## src/rtl/rfdc_pkg.sv

```systemverilog
package rfdc_pkg;

    localparam int RFDC_BITS = 16;

    typedef logic [17:0]          addr_t;
    typedef logic [31:0]          data_t;
    typedef logic [3:0]           strb_t;
    typedef logic [1:0]           resp_t;
    typedef logic [RFDC_BITS-1:0] lane_t;

    localparam resp_t RESP_OKAY   = 2'b00;
    localparam resp_t RESP_SLVERR = 2'b10;

    // axi4-lite channel payloads
    typedef struct packed {
        addr_t addr;
    } axil_aw_t;

    typedef struct packed {
        data_t data;
        strb_t strb;
    } axil_w_t;

    typedef struct packed {
        resp_t resp;
    } axil_b_t;

    typedef struct packed {
        addr_t addr;
    } axil_ar_t;

    typedef struct packed {
        data_t data;
        resp_t resp;
    } axil_r_t;

    // converter control register map
    localparam addr_t REG_ID         = 18'h00;
    localparam addr_t REG_CHAN_EN    = 18'h04;
    localparam addr_t REG_SCRATCH    = 18'h08;
    localparam addr_t REG_SYSREF_CNT = 18'h0C;

    // reads back as ascii "RFDC"
    localparam data_t RFDC_ID = 32'h5246_4443;

    typedef enum logic [1:0] {
        IDLE,
        AXI_BEGIN,
        AXI_WAIT,
        ACK
    } bridge_state_t;

endpackage

```

## src/rtl/wb_axil_bridge.sv

```systemverilog
`timescale 1ns/1ps

module wb_axil_bridge import rfdc_pkg::*; (
    input  logic     wb_clk_i,
    input  logic     rst_n_i,
    input  logic     wb_cyc_i,
    input  logic     wb_stb_i,
    input  logic     wb_we_i,
    input  addr_t    wb_adr_i,
    input  strb_t    wb_sel_i,
    input  data_t    wb_dat_i,
    output data_t    wb_dat_o,
    output logic     wb_ack_o,
    output logic     bridge_err_o,
    output axil_aw_t aw_o,
    output logic     aw_valid_o,
    input  logic     aw_ready_i,
    output axil_w_t  w_o,
    output logic     w_valid_o,
    input  logic     w_ready_i,
    input  axil_b_t  b_i,
    input  logic     b_valid_i,
    output logic     b_ready_o,
    output axil_ar_t ar_o,
    output logic     ar_valid_o,
    input  logic     ar_ready_i,
    input  axil_r_t  r_i,
    input  logic     r_valid_i,
    output logic     r_ready_o
);

    bridge_state_t state;
    logic          is_wr;
    logic          aw_done;
    logic          w_done;
    logic          ar_done;
    logic          b_hs;
    logic          r_hs;

    // wishbone holds its payload until ack, so it goes straight out
    assign aw_o = '{addr: wb_adr_i};
    assign ar_o = '{addr: wb_adr_i};
    assign w_o  = '{data: wb_dat_i, strb: wb_sel_i};

    // aw and w go up together, each drops on its own handshake
    assign aw_valid_o = (state == AXI_BEGIN) && is_wr && !aw_done;
    assign w_valid_o  = (state == AXI_BEGIN) && is_wr && !w_done;
    assign ar_valid_o = (state == AXI_BEGIN) && !is_wr && !ar_done;

    assign b_ready_o = (state == AXI_WAIT) && is_wr;
    // read response is only taken in the ack cycle
    assign r_ready_o = (state == ACK) && !is_wr;
    assign wb_ack_o  = (state == ACK);

    assign b_hs = b_valid_i && b_ready_o;
    assign r_hs = r_valid_i && r_ready_o;

    always_ff @(posedge wb_clk_i) begin
        if (!rst_n_i) begin
            state        <= IDLE;
            is_wr        <= 1'b0;
            aw_done      <= 1'b0;
            w_done       <= 1'b0;
            ar_done      <= 1'b0;
            bridge_err_o <= 1'b0;
        end else begin
            bridge_err_o <= (b_hs && b_i.resp == RESP_SLVERR) ||
                            (r_hs && r_i.resp == RESP_SLVERR);
            case (state)
                IDLE: begin
                    if (wb_cyc_i && wb_stb_i) begin
                        is_wr <= wb_we_i;
                        state <= AXI_BEGIN;
                    end
                end
                AXI_BEGIN: begin
                    if (aw_valid_o && aw_ready_i) begin
                        aw_done <= 1'b1;
                    end
                    if (w_valid_o && w_ready_i) begin
                        w_done <= 1'b1;
                    end
                    if (ar_valid_o && ar_ready_i) begin
                        ar_done <= 1'b1;
                    end
                    if (is_wr ? (aw_done && w_done) : ar_done) begin
                        state <= AXI_WAIT;
                    end
                end
                AXI_WAIT: begin
                    if (b_hs || (!is_wr && r_valid_i)) begin
                        state <= ACK;
                    end
                end
                ACK: begin
                    aw_done <= 1'b0;
                    w_done  <= 1'b0;
                    ar_done <= 1'b0;
                    state   <= IDLE;
                end
                default: state <= IDLE;
            endcase
        end
    end

    // read data held from r valid through the ack cycle
    always_ff @(posedge wb_clk_i) begin
        if (state == AXI_WAIT && !is_wr && r_valid_i) begin
            wb_dat_o <= r_i.data;
        end
    end

    assert property (@(posedge wb_clk_i) disable iff (!rst_n_i)
        wb_ack_o |=> !wb_ack_o);

    assert property (@(posedge wb_clk_i) disable iff (!rst_n_i)
        aw_valid_o && !aw_ready_i |=> aw_valid_o);

    assert property (@(posedge wb_clk_i) disable iff (!rst_n_i)
        w_valid_o && !w_ready_i |=> w_valid_o);

    assert property (@(posedge wb_clk_i) disable iff (!rst_n_i)
        ar_valid_o && !ar_ready_i |=> ar_valid_o);

endmodule

```

## src/rtl/axil_reg_slice.sv

```systemverilog
`timescale 1ns/1ps

module axil_reg_slice import rfdc_pkg::*; (
    input  logic     wb_clk_i,
    input  logic     rst_n_i,
    input  axil_aw_t s_aw_i,
    input  logic     s_aw_valid_i,
    output logic     s_aw_ready_o,
    input  axil_w_t  s_w_i,
    input  logic     s_w_valid_i,
    output logic     s_w_ready_o,
    output axil_b_t  s_b_o,
    output logic     s_b_valid_o,
    input  logic     s_b_ready_i,
    input  axil_ar_t s_ar_i,
    input  logic     s_ar_valid_i,
    output logic     s_ar_ready_o,
    output axil_r_t  s_r_o,
    output logic     s_r_valid_o,
    input  logic     s_r_ready_i,
    output axil_aw_t m_aw_o,
    output logic     m_aw_valid_o,
    input  logic     m_aw_ready_i,
    output axil_w_t  m_w_o,
    output logic     m_w_valid_o,
    input  logic     m_w_ready_i,
    input  axil_b_t  m_b_i,
    input  logic     m_b_valid_i,
    output logic     m_b_ready_o,
    output axil_ar_t m_ar_o,
    output logic     m_ar_valid_o,
    input  logic     m_ar_ready_i,
    input  axil_r_t  m_r_i,
    input  logic     m_r_valid_i,
    output logic     m_r_ready_o
);

    localparam int NCH = 5;
    localparam int PW  = $bits(axil_w_t);

    typedef logic [PW-1:0] pl_t;

    // channel order aw, w, b, ar, r; b and r flow back toward the bridge
    pl_t            in_pl  [NCH];
    pl_t            out_pl [NCH];
    logic [NCH-1:0] in_valid;
    logic [NCH-1:0] in_ready;
    logic [NCH-1:0] out_valid;
    logic [NCH-1:0] out_ready;

    assign in_pl[0] = PW'(s_aw_i);
    assign in_pl[1] = PW'(s_w_i);
    assign in_pl[2] = PW'(m_b_i);
    assign in_pl[3] = PW'(s_ar_i);
    assign in_pl[4] = PW'(m_r_i);

    assign in_valid  = {m_r_valid_i, s_ar_valid_i, m_b_valid_i, s_w_valid_i, s_aw_valid_i};
    assign out_ready = {s_r_ready_i, m_ar_ready_i, s_b_ready_i, m_w_ready_i, m_aw_ready_i};

    assign s_aw_ready_o = in_ready[0];
    assign s_w_ready_o  = in_ready[1];
    assign m_b_ready_o  = in_ready[2];
    assign s_ar_ready_o = in_ready[3];
    assign m_r_ready_o  = in_ready[4];

    assign m_aw_valid_o = out_valid[0];
    assign m_w_valid_o  = out_valid[1];
    assign s_b_valid_o  = out_valid[2];
    assign m_ar_valid_o = out_valid[3];
    assign s_r_valid_o  = out_valid[4];

    assign m_aw_o = out_pl[0][$bits(axil_aw_t)-1:0];
    assign m_w_o  = out_pl[1][$bits(axil_w_t)-1:0];
    assign s_b_o  = out_pl[2][$bits(axil_b_t)-1:0];
    assign m_ar_o = out_pl[3][$bits(axil_ar_t)-1:0];
    assign s_r_o  = out_pl[4][$bits(axil_r_t)-1:0];

    for (genvar i = 0; i < NCH; i++) begin : g_chan
        logic full;
        pl_t  entry;

        // refill in the same cycle the entry drains
        assign in_ready[i]  = !full || out_ready[i];
        assign out_valid[i] = full;
        assign out_pl[i]    = entry;

        always_ff @(posedge wb_clk_i) begin
            if (!rst_n_i) begin
                full <= 1'b0;
            end else if (in_valid[i] && in_ready[i]) begin
                full <= 1'b1;
            end else if (out_ready[i]) begin
                full <= 1'b0;
            end
        end

        always_ff @(posedge wb_clk_i) begin
            if (in_valid[i] && in_ready[i]) begin
                entry <= in_pl[i];
            end
        end

        // upstream must hold a stalled item
        assert property (@(posedge wb_clk_i) disable iff (!rst_n_i)
            in_valid[i] && !in_ready[i] |=> in_valid[i] && $stable(in_pl[i]));
    end

endmodule

```

## src/rtl/conv_ctrl_regs.sv

```systemverilog
`timescale 1ns/1ps

module conv_ctrl_regs import rfdc_pkg::*; #(
    parameter int NCHAN = 8
) (
    input  logic             wb_clk_i,
    input  logic             rst_n_i,
    input  axil_aw_t         aw_i,
    input  logic             aw_valid_i,
    output logic             aw_ready_o,
    input  axil_w_t          w_i,
    input  logic             w_valid_i,
    output logic             w_ready_o,
    output axil_b_t          b_o,
    output logic             b_valid_o,
    input  logic             b_ready_i,
    input  axil_ar_t         ar_i,
    input  logic             ar_valid_i,
    output logic             ar_ready_o,
    output axil_r_t          r_o,
    output logic             r_valid_o,
    input  logic             r_ready_i,
    input  logic             sysref_i,
    output logic [NCHAN-1:0] chan_en_o
);

    logic  wr_rdy;
    logic  wr_go;
    logic  rd_go;
    logic  b_pend;
    logic  r_pend;
    logic  wr_ok;
    data_t scratch;
    data_t sysref_cnt;
    logic  sysref_q;
    data_t rd_data;
    resp_t rd_resp;

    assign aw_ready_o = wr_rdy;
    assign w_ready_o  = wr_rdy;

    // a write needs address and data in the same cycle
    assign wr_go  = aw_valid_i && w_valid_i && aw_ready_o && w_ready_o;
    assign rd_go  = ar_valid_i && ar_ready_o;
    assign b_pend = wr_go || (b_valid_o && !b_ready_i);
    assign r_pend = rd_go || (r_valid_o && !r_ready_i);

    // id and sysref count are read only
    assign wr_ok = (aw_i.addr == REG_CHAN_EN) || (aw_i.addr == REG_SCRATCH);

    always_comb begin
        rd_resp = RESP_OKAY;
        case (ar_i.addr)
            REG_ID:         rd_data = RFDC_ID;
            REG_CHAN_EN:    rd_data = data_t'(chan_en_o);
            REG_SCRATCH:    rd_data = scratch;
            REG_SYSREF_CNT: rd_data = sysref_cnt;
            default: begin
                rd_data = '0;
                rd_resp = RESP_SLVERR;
            end
        endcase
    end

    // ready drops for as long as a response is outstanding
    always_ff @(posedge wb_clk_i) begin
        if (!rst_n_i) begin
            wr_rdy     <= 1'b0;
            ar_ready_o <= 1'b0;
            b_valid_o  <= 1'b0;
            r_valid_o  <= 1'b0;
        end else begin
            b_valid_o  <= b_pend;
            wr_rdy     <= !b_pend;
            r_valid_o  <= r_pend;
            ar_ready_o <= !r_pend;
        end
    end

    always_ff @(posedge wb_clk_i) begin
        if (wr_go) begin
            b_o <= '{resp: wr_ok ? RESP_OKAY : RESP_SLVERR};
        end
        if (rd_go) begin
            r_o <= '{data: rd_data, resp: rd_resp};
        end
    end

    always_ff @(posedge wb_clk_i) begin
        if (!rst_n_i) begin
            chan_en_o  <= '1;
            scratch    <= '0;
            sysref_q   <= 1'b0;
            sysref_cnt <= '0;
        end else begin
            sysref_q <= sysref_i;
            // rising edges only
            if (sysref_i && !sysref_q) begin
                sysref_cnt <= sysref_cnt + data_t'(1);
            end
            if (wr_go && aw_i.addr == REG_CHAN_EN) begin
                chan_en_o <= w_i.data[NCHAN-1:0];
            end
            if (wr_go && aw_i.addr == REG_SCRATCH) begin
                for (int i = 0; i < 4; i++) begin
                    if (w_i.strb[i]) begin
                        scratch[8*i +: 8] <= w_i.data[8*i +: 8];
                    end
                end
            end
        end
    end

    // upstream keeps aw and w in step
    assert property (@(posedge wb_clk_i) disable iff (!rst_n_i)
        aw_valid_i == w_valid_i);

    assert property (@(posedge wb_clk_i) disable iff (!rst_n_i)
        b_valid_o && !b_ready_i |=> !wr_go);

    assert property (@(posedge wb_clk_i) disable iff (!rst_n_i)
        r_valid_o && !r_ready_i |=> !rd_go);

endmodule

```

## src/rtl/sample_unpack.sv

```systemverilog
`timescale 1ns/1ps

module sample_unpack import rfdc_pkg::*; #(
    parameter int NCHAN = 8,
    parameter int NSAMP = 8,
    parameter int NBITS = 12
) (
    input  logic                         wb_clk_i,
    input  logic                         rst_n_i,
    input  lane_t [NCHAN*NSAMP-1:0]      adc_tdata_i,
    input  logic                         adc_tvalid_i,
    input  logic [NCHAN-1:0]             chan_en_i,
    output logic [NCHAN*NSAMP*NBITS-1:0] adc_dout_o,
    output logic                         adc_valid_o
);

    logic [NCHAN*NSAMP*NBITS-1:0] dout_d;

    if (NBITS > RFDC_BITS) begin : g_bad_nbits
        $error("NBITS exceeds the converter lane width");
    end

    // keep the top NBITS of every lane, zero for channels switched off
    always_comb begin
        for (int ch = 0; ch < NCHAN; ch++) begin
            for (int s = 0; s < NSAMP; s++) begin
                dout_d[NBITS*(NSAMP*ch+s) +: NBITS] = chan_en_i[ch] ?
                    adc_tdata_i[NSAMP*ch+s][RFDC_BITS-1 -: NBITS] : '0;
            end
        end
    end

    always_ff @(posedge wb_clk_i) begin
        adc_dout_o <= dout_d;
    end

    always_ff @(posedge wb_clk_i) begin
        if (!rst_n_i) begin
            adc_valid_o <= 1'b0;
        end else begin
            adc_valid_o <= adc_tvalid_i;
        end
    end

    // converter lanes must be known whenever they are flagged valid
    assert property (@(posedge wb_clk_i) disable iff (!rst_n_i)
        adc_tvalid_i |-> !$isunknown(adc_tdata_i));

endmodule

```

## src/rtl/rfdc_subsys_top.sv

```systemverilog
`timescale 1ns/1ps

module rfdc_subsys_top import rfdc_pkg::*; #(
    parameter int NCHAN = 8,
    parameter int NSAMP = 8,
    parameter int NBITS = 12
) (
    input  logic                         wb_clk_i,
    input  logic                         rst_n_i,
    input  logic                         wb_cyc_i,
    input  logic                         wb_stb_i,
    input  logic                         wb_we_i,
    input  addr_t                        wb_adr_i,
    input  strb_t                        wb_sel_i,
    input  data_t                        wb_dat_i,
    output data_t                        wb_dat_o,
    output logic                         wb_ack_o,
    output logic                         bridge_err_o,
    input  logic                         sysref_i,
    input  lane_t [NCHAN*NSAMP-1:0]      adc_tdata_i,
    input  logic                         adc_tvalid_i,
    output logic [NCHAN*NSAMP*NBITS-1:0] adc_dout_o,
    output logic                         adc_valid_o
);

    // bridge to slice
    axil_aw_t m_aw;
    logic     m_aw_valid, m_aw_ready;
    axil_w_t  m_w;
    logic     m_w_valid, m_w_ready;
    axil_b_t  m_b;
    logic     m_b_valid, m_b_ready;
    axil_ar_t m_ar;
    logic     m_ar_valid, m_ar_ready;
    axil_r_t  m_r;
    logic     m_r_valid, m_r_ready;

    // slice to register file
    axil_aw_t s_aw;
    logic     s_aw_valid, s_aw_ready;
    axil_w_t  s_w;
    logic     s_w_valid, s_w_ready;
    axil_b_t  s_b;
    logic     s_b_valid, s_b_ready;
    axil_ar_t s_ar;
    logic     s_ar_valid, s_ar_ready;
    axil_r_t  s_r;
    logic     s_r_valid, s_r_ready;

    logic [NCHAN-1:0] chan_en;

    wb_axil_bridge u_bridge (
        .wb_clk_i     (wb_clk_i),
        .rst_n_i      (rst_n_i),
        .wb_cyc_i     (wb_cyc_i),
        .wb_stb_i     (wb_stb_i),
        .wb_we_i      (wb_we_i),
        .wb_adr_i     (wb_adr_i),
        .wb_sel_i     (wb_sel_i),
        .wb_dat_i     (wb_dat_i),
        .wb_dat_o     (wb_dat_o),
        .wb_ack_o     (wb_ack_o),
        .bridge_err_o (bridge_err_o),
        .aw_o         (m_aw),
        .aw_valid_o   (m_aw_valid),
        .aw_ready_i   (m_aw_ready),
        .w_o          (m_w),
        .w_valid_o    (m_w_valid),
        .w_ready_i    (m_w_ready),
        .b_i          (m_b),
        .b_valid_i    (m_b_valid),
        .b_ready_o    (m_b_ready),
        .ar_o         (m_ar),
        .ar_valid_o   (m_ar_valid),
        .ar_ready_i   (m_ar_ready),
        .r_i          (m_r),
        .r_valid_i    (m_r_valid),
        .r_ready_o    (m_r_ready)
    );

    axil_reg_slice u_slice (
        .wb_clk_i     (wb_clk_i),
        .rst_n_i      (rst_n_i),
        .s_aw_i       (m_aw),
        .s_aw_valid_i (m_aw_valid),
        .s_aw_ready_o (m_aw_ready),
        .s_w_i        (m_w),
        .s_w_valid_i  (m_w_valid),
        .s_w_ready_o  (m_w_ready),
        .s_b_o        (m_b),
        .s_b_valid_o  (m_b_valid),
        .s_b_ready_i  (m_b_ready),
        .s_ar_i       (m_ar),
        .s_ar_valid_i (m_ar_valid),
        .s_ar_ready_o (m_ar_ready),
        .s_r_o        (m_r),
        .s_r_valid_o  (m_r_valid),
        .s_r_ready_i  (m_r_ready),
        .m_aw_o       (s_aw),
        .m_aw_valid_o (s_aw_valid),
        .m_aw_ready_i (s_aw_ready),
        .m_w_o        (s_w),
        .m_w_valid_o  (s_w_valid),
        .m_w_ready_i  (s_w_ready),
        .m_b_i        (s_b),
        .m_b_valid_i  (s_b_valid),
        .m_b_ready_o  (s_b_ready),
        .m_ar_o       (s_ar),
        .m_ar_valid_o (s_ar_valid),
        .m_ar_ready_i (s_ar_ready),
        .m_r_i        (s_r),
        .m_r_valid_i  (s_r_valid),
        .m_r_ready_o  (s_r_ready)
    );

    conv_ctrl_regs #(
        .NCHAN (NCHAN)
    ) u_regs (
        .wb_clk_i   (wb_clk_i),
        .rst_n_i    (rst_n_i),
        .aw_i       (s_aw),
        .aw_valid_i (s_aw_valid),
        .aw_ready_o (s_aw_ready),
        .w_i        (s_w),
        .w_valid_i  (s_w_valid),
        .w_ready_o  (s_w_ready),
        .b_o        (s_b),
        .b_valid_o  (s_b_valid),
        .b_ready_i  (s_b_ready),
        .ar_i       (s_ar),
        .ar_valid_i (s_ar_valid),
        .ar_ready_o (s_ar_ready),
        .r_o        (s_r),
        .r_valid_o  (s_r_valid),
        .r_ready_i  (s_r_ready),
        .sysref_i   (sysref_i),
        .chan_en_o  (chan_en)
    );

    sample_unpack #(
        .NCHAN (NCHAN),
        .NSAMP (NSAMP),
        .NBITS (NBITS)
    ) u_unpack (
        .wb_clk_i     (wb_clk_i),
        .rst_n_i      (rst_n_i),
        .adc_tdata_i  (adc_tdata_i),
        .adc_tvalid_i (adc_tvalid_i),
        .chan_en_i    (chan_en),
        .adc_dout_o   (adc_dout_o),
        .adc_valid_o  (adc_valid_o)
    );

endmodule

```

## config.mk

```make
export PLATFORM = sky130hd
export DESIGN_NAME = rfdc_subsys_top
export DESIGN_NICKNAME = d
export VERILOG_FILES = /design/src/rtl/rfdc_pkg.sv /design/src/rtl/wb_axil_bridge.sv /design/src/rtl/axil_reg_slice.sv /design/src/rtl/conv_ctrl_regs.sv /design/src/rtl/sample_unpack.sv /design/src/rtl/rfdc_subsys_top.sv
export SDC_FILE = /design/constraint.sdc
export NUM_CORES = 1
export LEC_CHECK = 0
export BUFFER_PORTS_ARGS = -buffer_cell sky130_fd_sc_hd__clkbuf_2
export CORE_AREA = 2 2 730 732
export DETAILED_ROUTE_END_ITERATION = 16
export DIE_AREA = 0 0 732 734
export PLACE_DENSITY = 0.3
export SETUP_SLACK_MARGIN = 0.05
export SYNTH_ARGS = -nofsm -noshare
export SYNTH_HDL_FRONTEND = slang
export SYNTH_SLANG_ARGS = --single-unit
export TNS_END_PERCENT = 10
```

## constraint.sdc

```tcl
create_clock -name wb_clk_i -period 4.8 [get_ports wb_clk_i]
set_input_delay 0.72 -clock wb_clk_i [delete_from_list [all_inputs] [get_ports wb_clk_i]]
set_output_delay 0.72 -clock wb_clk_i [all_outputs]
set_load 0.005 [all_outputs]
```

Yosys cells after proc, flatten, opt, wreduce, memory -nomap -nowiden
Index checks and enable logic that the tools add are counted.

operators by class
  add/sub/neg operators = 1
  eq/ne operators = 16
  mux-type cells = 23
  reductions and logical operators = 72

operators with widths
  kind                                                               count
  32-bit case mux with 4 select lines                                1
  18-bit by 4-bit == test with 1-bit output (second input constant)  3
  18-bit by 3-bit == test with 1-bit output (second input constant)  2
  32-bit by 1-bit adder with 32-bit output (second input constant)   1
  1-bit logical AND                                                  30
  18-bit zero test                                                   1
  2-bit AND reduction                                                8
  1-bit zero test                                                    14
  1-bit two-way mux                                                  13
  2-bit nonzero test                                                 6
  1-bit logical OR                                                   10
  2-bit two-way mux                                                  5
  2-bit != test (second input constant)                              5
  2-bit == test (second input constant)                              4
  2-bit case mux with 4 select lines                                 1
  1-bit case mux with 2 select lines                                 3
  4-bit OR reduction                                                 1
  3-bit AND reduction                                                1
  2-bit by 1-bit == test with 1-bit output (second input constant)   1
  2-bit zero test                                                    1
  2-bit by 1-bit != test with 1-bit output (second input constant)   1

word-level totals
  bits in registers = 1034
  input port bits = 1085
  output and inout port bits = 803
  word-level logic and storage cells = 152

Logic depth before layout (Yosys ltp)
Gate-level depths: netlist (run 1).

  word-level depth = 7
  gate-level depth with buffers = 6
  depth with buffers taken out = 6

By module
A second synthesis (run 1) with hierarchy kept.

second synthesis, totals
  cell total of the unflattened synthesis = 2446
  area, all modules = 31317.5 sq um

by module, submodules not included
  module          instances  cells each  area each (sq um)  sequential area each (sq um)
  sample_unpack   1          1618        20856.3            15394.8
  conv_ctrl_regs  1          541         4952.2             2562.5
  axil_reg_slice  1          133         3530.9             3343.2
  wb_axil_bridge  1          154         1978.1             1101.1

Worst setup path before layout (run 1)
No wires, ideal clock.

  kind = register -> register
  start point = register u_bridge.state[1]
  end point = register u_bridge.w_done
  setup time = 0.076 ns
  data arrival time = 3.790 ns
  required time = 4.724 ns
  path slack = 0.934 ns
  stages on the path, launching flop included = 7
  path buffers = 0
  period minus slack after synthesis = 3.866 ns
  cell sequence = dfxtp_1 -> inv_1 -> ha_1 -> nand2_1 -> nor3_1 -> a22oi_1 -> nor2_1

between the ends
  cells in the longest elaborated chain, start to end = 6
  elaborated cells between the ends (all ways) = 9
  those cells by class = eq/ne: 3; mux: 1; reduce/logical: 5

ends and longest elaborated chain
  element                                   RTL line                                    source
  start: declaration                        wb_axil_bridge.sv:32                        bridge_state_t state;
  start signal: assignment                  wb_axil_bridge.sv:60                        state <= IDLE;
  start signal: assignment                  wb_axil_bridge.sv:73                        state <= AXI_BEGIN;
  start signal: assignment                  wb_axil_bridge.sv:87                        state <= AXI_WAIT;
  2-bit by 1-bit == test with 1-bit output  wb_axil_bridge.sv:47, wb_axil_bridge.sv:69
  1-bit logical AND (2 in a row)            wb_axil_bridge.sv:47                        assign w_valid_o = (state == AXI_BEGIN) && is_wr && !w_done;
  1-bit logical AND                         wb_axil_bridge.sv:80                        if (w_valid_o && w_ready_i) begin
  2-bit != test (no line)                   n/a
  2-bit AND reduction (no line)             n/a
  end signal: assignment                    wb_axil_bridge.sv:63                        w_done <= 1'b0;
  end signal: assignment                    wb_axil_bridge.sv:81                        w_done <= 1'b1;
  end signal: assignment                    wb_axil_bridge.sv:97                        w_done <= 1'b0;
  end: declaration                          wb_axil_bridge.sv:35                        logic w_done;

Parallel ways exist; a longest one is shown, timed or not.
A chain may end at the register's enable or synchronous reset.

Worst setup path after layout (run 1)
  start point = register u_bridge.state[0]
  end point = output port wb_ack_o

between the ends
  cells in the longest elaborated chain, start to end = 1

ends and longest elaborated chain
  element           RTL line               source
  2-bit == test     wb_axil_bridge.sv:53   assign wb_ack_o = (state == ACK);
  end: declaration  rfdc_subsys_top.sv:17  output logic wb_ack_o,

Every way passes these cells.

==> implementation parameters, run 1 <==
Parameter                              Value

CTS
  Clock tree from TritonCTS    built
  # resized after CTS    0
  H-tree levels    4
  Post-CTS Hold Fix Bufs    500
  Post-CTS Setup Bufs    0
  CTS clk-pin slew, worst paths    0.06 ns
  Number of buffers added by the clock tree synthesis step    159
  Clk sinks    1030
  Cell chosen for the clock root    clkbuf_16
  Clk Latency, worst-skew pair    0.90 ns
  Number of buffers between clock root and the deepest sink    4

Place
  Cell Count Post-Placement    10.9k
  Cell area reported after detailed placement    46900 µm²
  Routability congestion estimate from global placement    0.908
  Number of port buffers    1631
  HPWL Detailed    342000 µm

Job
  Number of max-cap violations    0

STA
  Worst-case clock skew    0.0958 ns
  Number of max-slew violations in the final report    0
  Fmax    0.392 GHz
  Sum of negative setup slack    0 ns
  Final period utilization    53.1%
  Rel. slew slack    26.3%
  Final critical delay including setup and external delays    2.55 ns
  Final setup violating endpoints    0
  RSZ-0062 raised after global routing    false
  WHS    0.0891 ns
  Final hold viol count    0
  Least-Margin Pin Slew    1.11 ns

Pwr
  Power Density    425 nW/µm²
  Static Leak    0.0229 µW
  Maximum resistive drop on vdd    0.250 mV

Synthesis
  Largest cells by area after synthesis    dfxtp_1 57%, edfxtp_1 17%, and2_1 16%, clkbuf_1 1.4%, a21oi_1 1.3%
  Leading cell type by number of instances after synthesis    dfxtp_1
  Fraction of synthesis flops using an asynchronous set or reset pin    0%
  Synth Net Count    3463
  Share of Yosys cell area claimed by the top area cell type    56.9%
  Post-synth cell types    45
  Yosys warning count    0
  Top cell type by total area after synthesis    dfxtp_1
  Share of the yosys chip area belonging to registers    74.0%
  Post-synth EDFFs    172
  Top FF cell, synth    dfxtp_1
  Gate count of the mapped netlist    2372
  Ranking of synthesized cells by instance count    858 x dfxtp_1, 776 x and2_1, 172 x edfxtp_1
  FF+latch count, synth    1030
  Area of the mapped netlist    30200 µm²
  Per-instance average area after synthesis    12.7 µm²

Route
  Antenna Violating Nets Remaining    0
  Via count of the routed design    28.5k
  DRT Wirelength    379000 µm
  Residual DRC    0
  Drt pass-1 iters    5
  Starting DRC count in detailed routing    1136
  WL/cell    32.0 µm
  Via/cell ratio    2.40

Die
  Core region area    530000 µm²
  FP Rows    268
  Horizontal extent of the die    732 µm
  Die span in y    734 µm
  I/O pin cnt    1888
  Die area    537000 µm²
  Initial Utilization    5.70%

Setup path
  Element type at the critical path start    flip-flop
  Required time of the critical path    4.08 ns
  Worst Path Max Fanout    5
  Data arrival time of the critical path    1.83 ns
  Type of the worst setup path    flip-flop to output pin
  Category of the worst setup path capture point    output pin

GRT
  Number of antenna violations at the first check in global routing    506
  Overflow after GRT    0
  Vias in the first global route    30.0k
  First-pass GRT wire length    449000 µm
  Combined global-route utilization of all metal layers    13.7%
  Maximum number of pins on one net before global-route repair    79

Finish
  Fraction of final layout cells sized beyond drive strength 1    41.3%
  Area grow syn2layout    91.3%
  Post-layout net count    5652
  Total area of multi-input combinational cells    7340 µm²
  Sequential cell area    22400 µm²
  Final Instance Area    57800 µm²
  Number of cells in the finished layout apart from fillers    11.9k
  Fill cell count    61.0k

Run status
  Outcome    finished, final reports clean

Hold path
  Path class of the lowest-slack min-delay path    primary input to flip-flop
[cell type report]
type / instances / area share [%]
Clock buffer: 195 / 7.47
Sequential cell: 1030 / 38.7
Tap cell: 7020 / 15.2
Inverter: 17 / 0.113
Multi-Input combinational cell: 1201 / 12.7
Timing Repair Buffer: 2152 / 23.1
Antenna cell: 154 / 0.667
Clock inverter: 87 / 2.02
[sequential cells by signal (all words and copies together), names as in the netlist, 2 cells and up]
| register | flops |
|---|---|
| u_regs.scratch | 32 |
| u_regs.sysref_cnt | 32 |
| u_slice.m_w_o | 36 |
| u_unpack.adc_dout_o | 768 |
| u_bridge.wb_dat_o | 32 |
| u_slice.g_chan.entry | 70 |
| u_regs.r_o | 33 |
| u_regs.chan_en_o | 8 |
| u_bridge.state | 2 |
[cell families after synthesis]
family / count (synthesis) / share of synthesized area [%]
AOI/OAI and AO/OA: 147 / 2.62
xor gates and xnor gates: 10 / 0.290
adders and majority gates: 6 / 0.248
buffers and inverters: 141 / 1.79
DFF: 1030 / 74.0
muxes: 30 / 1.01
and+or+nand+nor: 1008 / 20.1
[metrics by stage]
step	power [µW]	worst slack [ns]	util, %
6_report	24500	2.25	10.9
5_1_grt	25600	2.09	10.9
4_1_cts	25300	2.09	10.8
3_5_place_dp	11700	1.79	8.85
3_3_place_gp	11700	1.81	8.85
2_1_floorplan	10100	0.934	-
[per-layer routing]
layer	wire, µm	part of all wire [%]	GRT usage (%)	up-vias
li1	-	-	-	12300
met3	69200	18	12.0	776
met5	2660	0.70	0	-
met2	151000	40	19.6	1682
met4	10800	2.8	3.31	408
met1	146000	38	14.9	13300
[cells in the final DEF, fill, tap and decap left out, drive strengths merged, types with 2 or more instances in the layout]
| master | n |
|---|---|
| a21boi | 2 |
| a21oi | 76 |
| a22oi | 3 |
| and2 | 776 |
| and3 | 6 |
| and4 | 6 |
| buf | 21 |
| bufinv | 20 |
| clkbuf | 1826 |
| clkinv | 45 |
| clkinvlp | 13 |
| dfxtp | 858 |
| diode | 154 |
| dlygate4sd3 | 500 |
| edfxtp | 172 |
| ha | 6 |
| inv | 26 |
| mux2 | 3 |
| mux2i | 27 |
| nand2 | 18 |
| nand2b | 4 |
| nand3 | 64 |
| nand3b | 2 |
| nand4 | 14 |
| nor2 | 67 |
| nor2b | 9 |
| nor3 | 5 |
| nor4 | 13 |
| o21ai | 48 |
| o22ai | 3 |
| o31ai | 10 |
| or3 | 7 |
| or4 | 12 |
| xnor2 | 5 |
| xor2 | 5 |
[worst max-delay path, cell delays in order (launching register included)]
cell and delay [ns]:
dfxtp_1 0.40, ha_1 0.31, clkbuf_2 0.23
[final timing paths]
path	from	end	slack, ns	cells after the start
setup / recovery	u_bridge.state[0]	wb_ack_o	2.25	2
hold reg to reg	u_regs.r_o[5]	u_slice.g_chan[4].entry[5]	0.39	0
hold / removal	adc_tdata_i[383]	u_unpack.adc_dout_o[287]	0.09	2
setup reg to reg	u_regs.sysref_cnt[1]	u_regs.sysref_cnt[28]	2.35	5
[power breakdown]
part	switching (µW)	internal, µW
Sequential	204	9280
Combinational	1440	979
Clock	5110	7530
Note: power is estimated with default switching activity, not from simulation.
==> run 2: changes to the inputs <==
- clock period: 4.8 -> 2.5 ns (I/O delays scaled with it)
==> run 2 against run 1 <==
Register-to-register slack worse by 2.0 ns. Via count is 3.8% higher. Utilization is 0.66 points higher. Critical path type unchanged. Worst setup slack worse by 2.0 ns. Global-route usage is 0.80 points higher. Final cell count is 3.2% higher. Largest power group unchanged. Sequential share of layout area is 2.2 points lower. Combinational power is 140% higher. Final area is 6.0% higher. Clock power is 94% higher. Clock skew is 0.034 ns lower.
==> implementation parameters, run 2 (synthesis results as in run 1) <==
Parameter                              Value

Run status
  Outcome    finished, final reports clean

Job
  Number of max-cap violations    0

Setup path
  Critical-path top delay cell    dfxtp_1
  Worst Path Max Fanout    1
  R2R depth    4
  Depth of the critical timing path with buffers and inverters included    1
  Required time of the critical path    2.12 ns
  Element type at the critical path start    flip-flop
  Category of the worst setup path capture point    output pin
  Type of the worst setup path    flip-flop to output pin
  Delay of the slowest critical-path stage    0.55 ns
  Reg-to-reg setup timing slack    0.33 ns
  Kind of cell with the highest combined delay on the critical path    flip-flops
  Data arrival time of the critical path    1.89 ns
  CP bufs+invs    1
  Worst-path cell chain    clkbuf_2

STA
  Final setup violating endpoints    0
  Worst-case clock skew    0.0618 ns
  RSZ-0062 raised after global routing    false
  Fmax    0.442 GHz
  Least-Margin Pin Slew    0.974 ns
  Sum of negative setup slack    0 ns
  Rel. slew slack    35.0%
  Final hold viol count    0
  Final critical delay including setup and external delays    2.26 ns
  Final period utilization    90.4%
  Number of max-slew violations in the final report    0

Die
  Horizontal extent of the die    732 µm
  FP Rows    268
  Initial Utilization    5.70%
  Die area    537000 µm²
  Die span in y    734 µm
  I/O pin cnt    1888
  Core region area    530000 µm²

CTS
  Clock tree from TritonCTS    built
  Clk Latency, worst-skew pair    0.88 ns
  CTS clk-pin slew, worst paths    0.06 ns
  Clk sinks    1030
  Number of buffers added by the clock tree synthesis step    158
  H-tree levels    4
  Cell chosen for the clock root    clkbuf_16
  Post-CTS Setup Bufs    0
  Number of buffers between clock root and the deepest sink    4

Hold path
  Path class of the lowest-slack min-delay path    primary input to flip-flop
  Instance count along the most critical hold path    2

Route
  Routed metal-1 wire length    179000 µm
  Via count of the routed design    29.6k
  Drt pass-1 iters    5
  Highest routed metal layer    met5
  Via/cell ratio    2.42
  Routed length on met3    52600 µm
  Metal2 WL    159000 µm
  WL/cell    32.9 µm
  Starting DRC count in detailed routing    1316
  DRT Wirelength    402000 µm
  Residual DRC    0
  Antenna Violating Nets Remaining    0

GRT
  Vias in the first global route    31.2k
  Overflow after GRT    0
  First-pass GRT wire length    473000 µm
  Number of antenna violations at the first check in global routing    338
  Maximum number of pins on one net before global-route repair    76
  Combined global-route utilization of all metal layers    14.5%

Pwr
  Maximum resistive drop on vdd    0.539 mV
  Static Leak    0.0243 µW
  Power Density    792 nW/µm²

Place
  Routability congestion estimate from global placement    0.992
  Number of port buffers    1631
  Cell area reported after detailed placement    47300 µm²
  HPWL Detailed    364000 µm

Finish
  Max FFs per register    768
  Fraction of final layout cells sized beyond drive strength 1    39.3%
  Most frequent standard cell in the layout excluding fill and tap cells    clkbuf_2
  Largest register by flop count    u_unpack.adc_dout_o
  Fill cell count    60.8k
  Final Instance Area    61300 µm²
  Top library cells by usage in the layout, fill and taps aside    1630 x clkbuf_2, 850 x dfxtp_1, 789 x dlygate4sd3_1
  Post-layout net count    5977
  Area grow syn2layout    103%
-- run 2: changes by cell type in the layout (fill, tap and decap cells not counted), moves of 3 or more --
| cell | before | now |
|---|---|---|
| dlygate4sd3_1 | 500 | 789 |
| diode_2 | 154 | 200 |
| buf_4 | 19 | 45 |
| buf_12 | 2 | 13 |
| clkinv_4 | 11 | 3 |
| bufinv_16 | 20 | 23 |
| clkinv_8 | 2 | 5 |
-- run 2: per-stage QoR --
step / hold WS [ns] / setup WS (ns) / cells / util (%) / total power [µW]
5_1_grt: 0.0367 / 0.158 / 12100 / 11.5 / 50600
6_report: 0.0638 / 0.239 / 12200 / 11.6 / 48500
3_5_place_dp: 0.408 / 0.355 / 11000 / 8.93 / 23100
4_1_cts: 0.00455 / 0.0931 / 12000 / 11.5 / 50100
2_1_floorplan: 0.400 / -0.170 / 2372 / - / 19300
3_3_place_gp: 0.411 / 0.297 / 11000 / 8.93 / 23200
-- run 2: per-layer routing --
metal  track usage (%)  vias up
met5                 0        -
met4              3.22      192
met3              8.58      555
met2              20.6     1722
met1              18.5    14100
li1                  -    13000
-- run 2: final timing paths --
check	from	to
hold / removal	adc_tdata_i[655]	u_unpack.adc_dout_o[491]
hold reg to reg	u_regs.r_o[33]	u_slice.g_chan[4].entry[33]
setup / recovery	u_unpack.adc_dout_o[375]	adc_dout_o[375]
setup reg to reg	u_regs.sysref_cnt[2]	u_regs.sysref_cnt[25]
-- run 2: what timing repair did --
action | CTS | global route
endpoints found under the hold margin | 810 | 0
endpoints found under the setup margin | 1 | 0
hold buffers | 789 | 0
resized for setup | 1 | 0
-- run 2: power breakdown --
| part | leakage (µW) | internal, µW | switching, µW |
|---|---|---|---|
| registers | 0.00876 | 17800 | 472 |
| clock network | 0.00269 | 14700 | 9730 |
| logic | 0.0129 | 2220 | 3530 |
| total | 0.0243 | 34800 | 13700 |
-- run 2: area by class of cell --
type	instances	area [µm²]	share of cell area (%)
Tap cell	7020	8780	14.3
Timing Repair Buffer	2478	16700	27.2
Inverter	17	63.8	0.104
Clock inverter	88	1230	2.00
Sequential cell	1030	22400	36.5
Multi-Input combinational cell	1201	7350	12.0
Clock buffer	196	4320	7.05
Antenna cell	200	500	0.817
==> run 3: changes to the inputs <==
- RECOVER_POWER: default -> 25
==> run 3 against run 2 <==
Fmax decreased by 1.8%. Clock-buffer cell count unchanged. Worst setup slack got worse by 0.042 ns. Die area unchanged. First-iteration DRC count increased by 3.5%. Hold slack improved by 0.028 ns. Final area decreased by 0.22%. Sequential power about the same. The flow now finishes with violations (max-capacitance violations, max-slew violations). Largest cell class unchanged.
==> implementation parameters, run 3 (synthesis results as in run 1) <==
Parameter                              Value

Die
  I/O pin cnt    1888
  Core region area    530000 µm²
  Die span in y    734 µm
  Die area    537000 µm²
  Initial Utilization    5.70%
  Horizontal extent of the die    732 µm
  FP Rows    268

GRT
  GR met3 Demand/Resource    8.58%
  Vias in the first global route    31.2k
  Number of antenna violations at the first check in global routing    340
  GR Util met2    20.6%
  Combined global-route utilization of all metal layers    14.5%
  First-pass GRT wire length    473000 µm
  Most congested layer reported by global routing    met2
  Overflow after GRT    0
  Global routing usage on met1    18.5%
  Maximum number of pins on one net before global-route repair    76

Setup path
  Type of the worst setup path    flip-flop to flip-flop
  Category of the worst setup path capture point    flip-flop
  Element type at the critical path start    flip-flop
  Delay of the slowest critical-path stage    1.02 ns
  Worst Path Max Fanout    23
  Data arrival time of the critical path    3.07 ns
  Required time of the critical path    3.27 ns
  R2R depth    3
  Origin of the worst setup path    u_regs.chan_en_o[0]
  Critical-path top delay cell    dfxtp_2
  Reg-to-reg setup timing slack    0.20 ns
  Reg-to-reg startpoint    u_regs.chan_en_o[0]
  Worst-path cell chain    clkbuf_2 > buf_12 > and2_1

CTS
  Clk Latency, worst-skew pair    0.89 ns
  Clk sinks    1030
  Number of buffers added by the clock tree synthesis step    158
  CTS clk-pin slew, worst paths    0.06 ns
  H-tree levels    4
  Cell chosen for the clock root    clkbuf_16
  Number of buffers between clock root and the deepest sink    4
  Clock tree from TritonCTS    built

STA
  Final hold viol count    0
  Least-Margin Pin Slew    1.60 ns
  Worst-case clock skew    0.0640 ns
  RSZ-0062 raised after global routing    false
  Rel. slew slack    -6.83%
  Final setup violating endpoints    0
  Final period utilization    92.1%
  WHS    0.0916 ns
  Number of max-slew violations in the final report    84
  Fmax    0.434 GHz
  Final critical delay including setup and external delays    2.30 ns

Pwr
  Static Leak    0.0241 µW
  Maximum resistive drop on vdd    0.538 mV
  Power Density    793 nW/µm²

Route
  DRT Wirelength    402000 µm
  Drt pass-1 iters    5
  Via count of the routed design    29.6k
  Residual DRC    0
  Antenna Violating Nets Remaining    0
  Starting DRC count in detailed routing    1362
  Via/cell ratio    2.42
  WL/cell    32.9 µm

Place
  Number of port buffers    1631
  Routability congestion estimate from global placement    0.992
  HPWL Detailed    364000 µm
  Cell area reported after detailed placement    47300 µm²

Hold path
  Path class of the lowest-slack min-delay path    primary input to flip-flop
  Instance count along the most critical hold path    2
  Hold wc startpoint    adc_tdata_i[132]

Finish
  Fin util    11.5%
  Top library cells by usage in the layout, fill and taps aside    1599 x clkbuf_2, 853 x dfxtp_1, 789 x dlygate4sd3_1
  Largest register by flop count    u_unpack.adc_dout_o
  Fraction of final layout cells sized beyond drive strength 1    38.4%
  Most frequent standard cell in the layout excluding fill and tap cells    clkbuf_2
  Area grow syn2layout    102%
  Fill cell count    60.8k
  Sequential cell area    22400 µm²
  Max FFs per register    768
  Total area of multi-input combinational cells    7350 µm²
  Post-layout net count    5977
  Final Instance Area    61100 µm²

Job
  Number of max-cap violations    2

Run status
  Violations in the final reports    max-capacitance violations, max-slew violations
  Outcome    finished with violations
-- run 3: cell count changes in the layout (fill, tap and decap cells not counted), sizes merged --
cell    before   now
diode      200   203
buf         58    45
clkbuf    1827  1840
-- run 3: report_power, final --
part	internal, µW	total [µW]	switching [µW]
clock network	14700	24500	9740
registers	17800	18300	473
logic	2200	5730	3530
-- run 3: layer usage --
metal,vias up,part of all wire [%]
met2,1710,40
li1,13000,-
met3,557,13
met1,14100,45
met5,-,0.31
met4,194,2.6
-- run 3: critical path: cells and delay by family, from the launching register on --
| kind | cells | cell delay, ns |
|---|---|---|
| buffers and inverters | 2 | 0.81 |
| flip-flops | 1 | 1.02 |
| AND/OR/NAND/NOR | 1 | 0.21 |
-- run 3: worst paths after layout --
kind                            endpoint
min reg2reg  u_slice.g_chan[4].entry[30]
max               u_unpack.adc_dout_o[2]
max reg2reg       u_unpack.adc_dout_o[2]
min              u_unpack.adc_dout_o[96]
-- run 3: area by class of cell --
class	count	share of cell area, %
diodes	203	0.831
clock buffers	196	7.06
clock inverters	88	2.01
inverters	17	0.104
multi-input cells	1201	12.0
flip-flops and latches	1030	36.6
well taps	7020	14.4
repair buffers	2478	27.0
-- run 3: metrics by stage --
stage / std cells / power, µW / setup TNS, ns / worst slack [ns]
floorplan: 2372 / 19300 / -5.82 / -0.170
global placement: 11000 / 23200 / 0 / 0.297
detailed placement: 11000 / 23100 / 0 / 0.355
CTS: 12000 / 50100 / 0 / 0.0931
global route: 12100 / 50600 / 0 / 0.0727
finish: 12200 / 48500 / 0 / 0.197
-- run 3: what timing repair did --
item,in CTS,in global routing
hold endpoints to repair,810,0
gates resized for setup,1,0
endpoints found under the setup margin,1,0
hold buffers,789,0
setup buffers,0,0
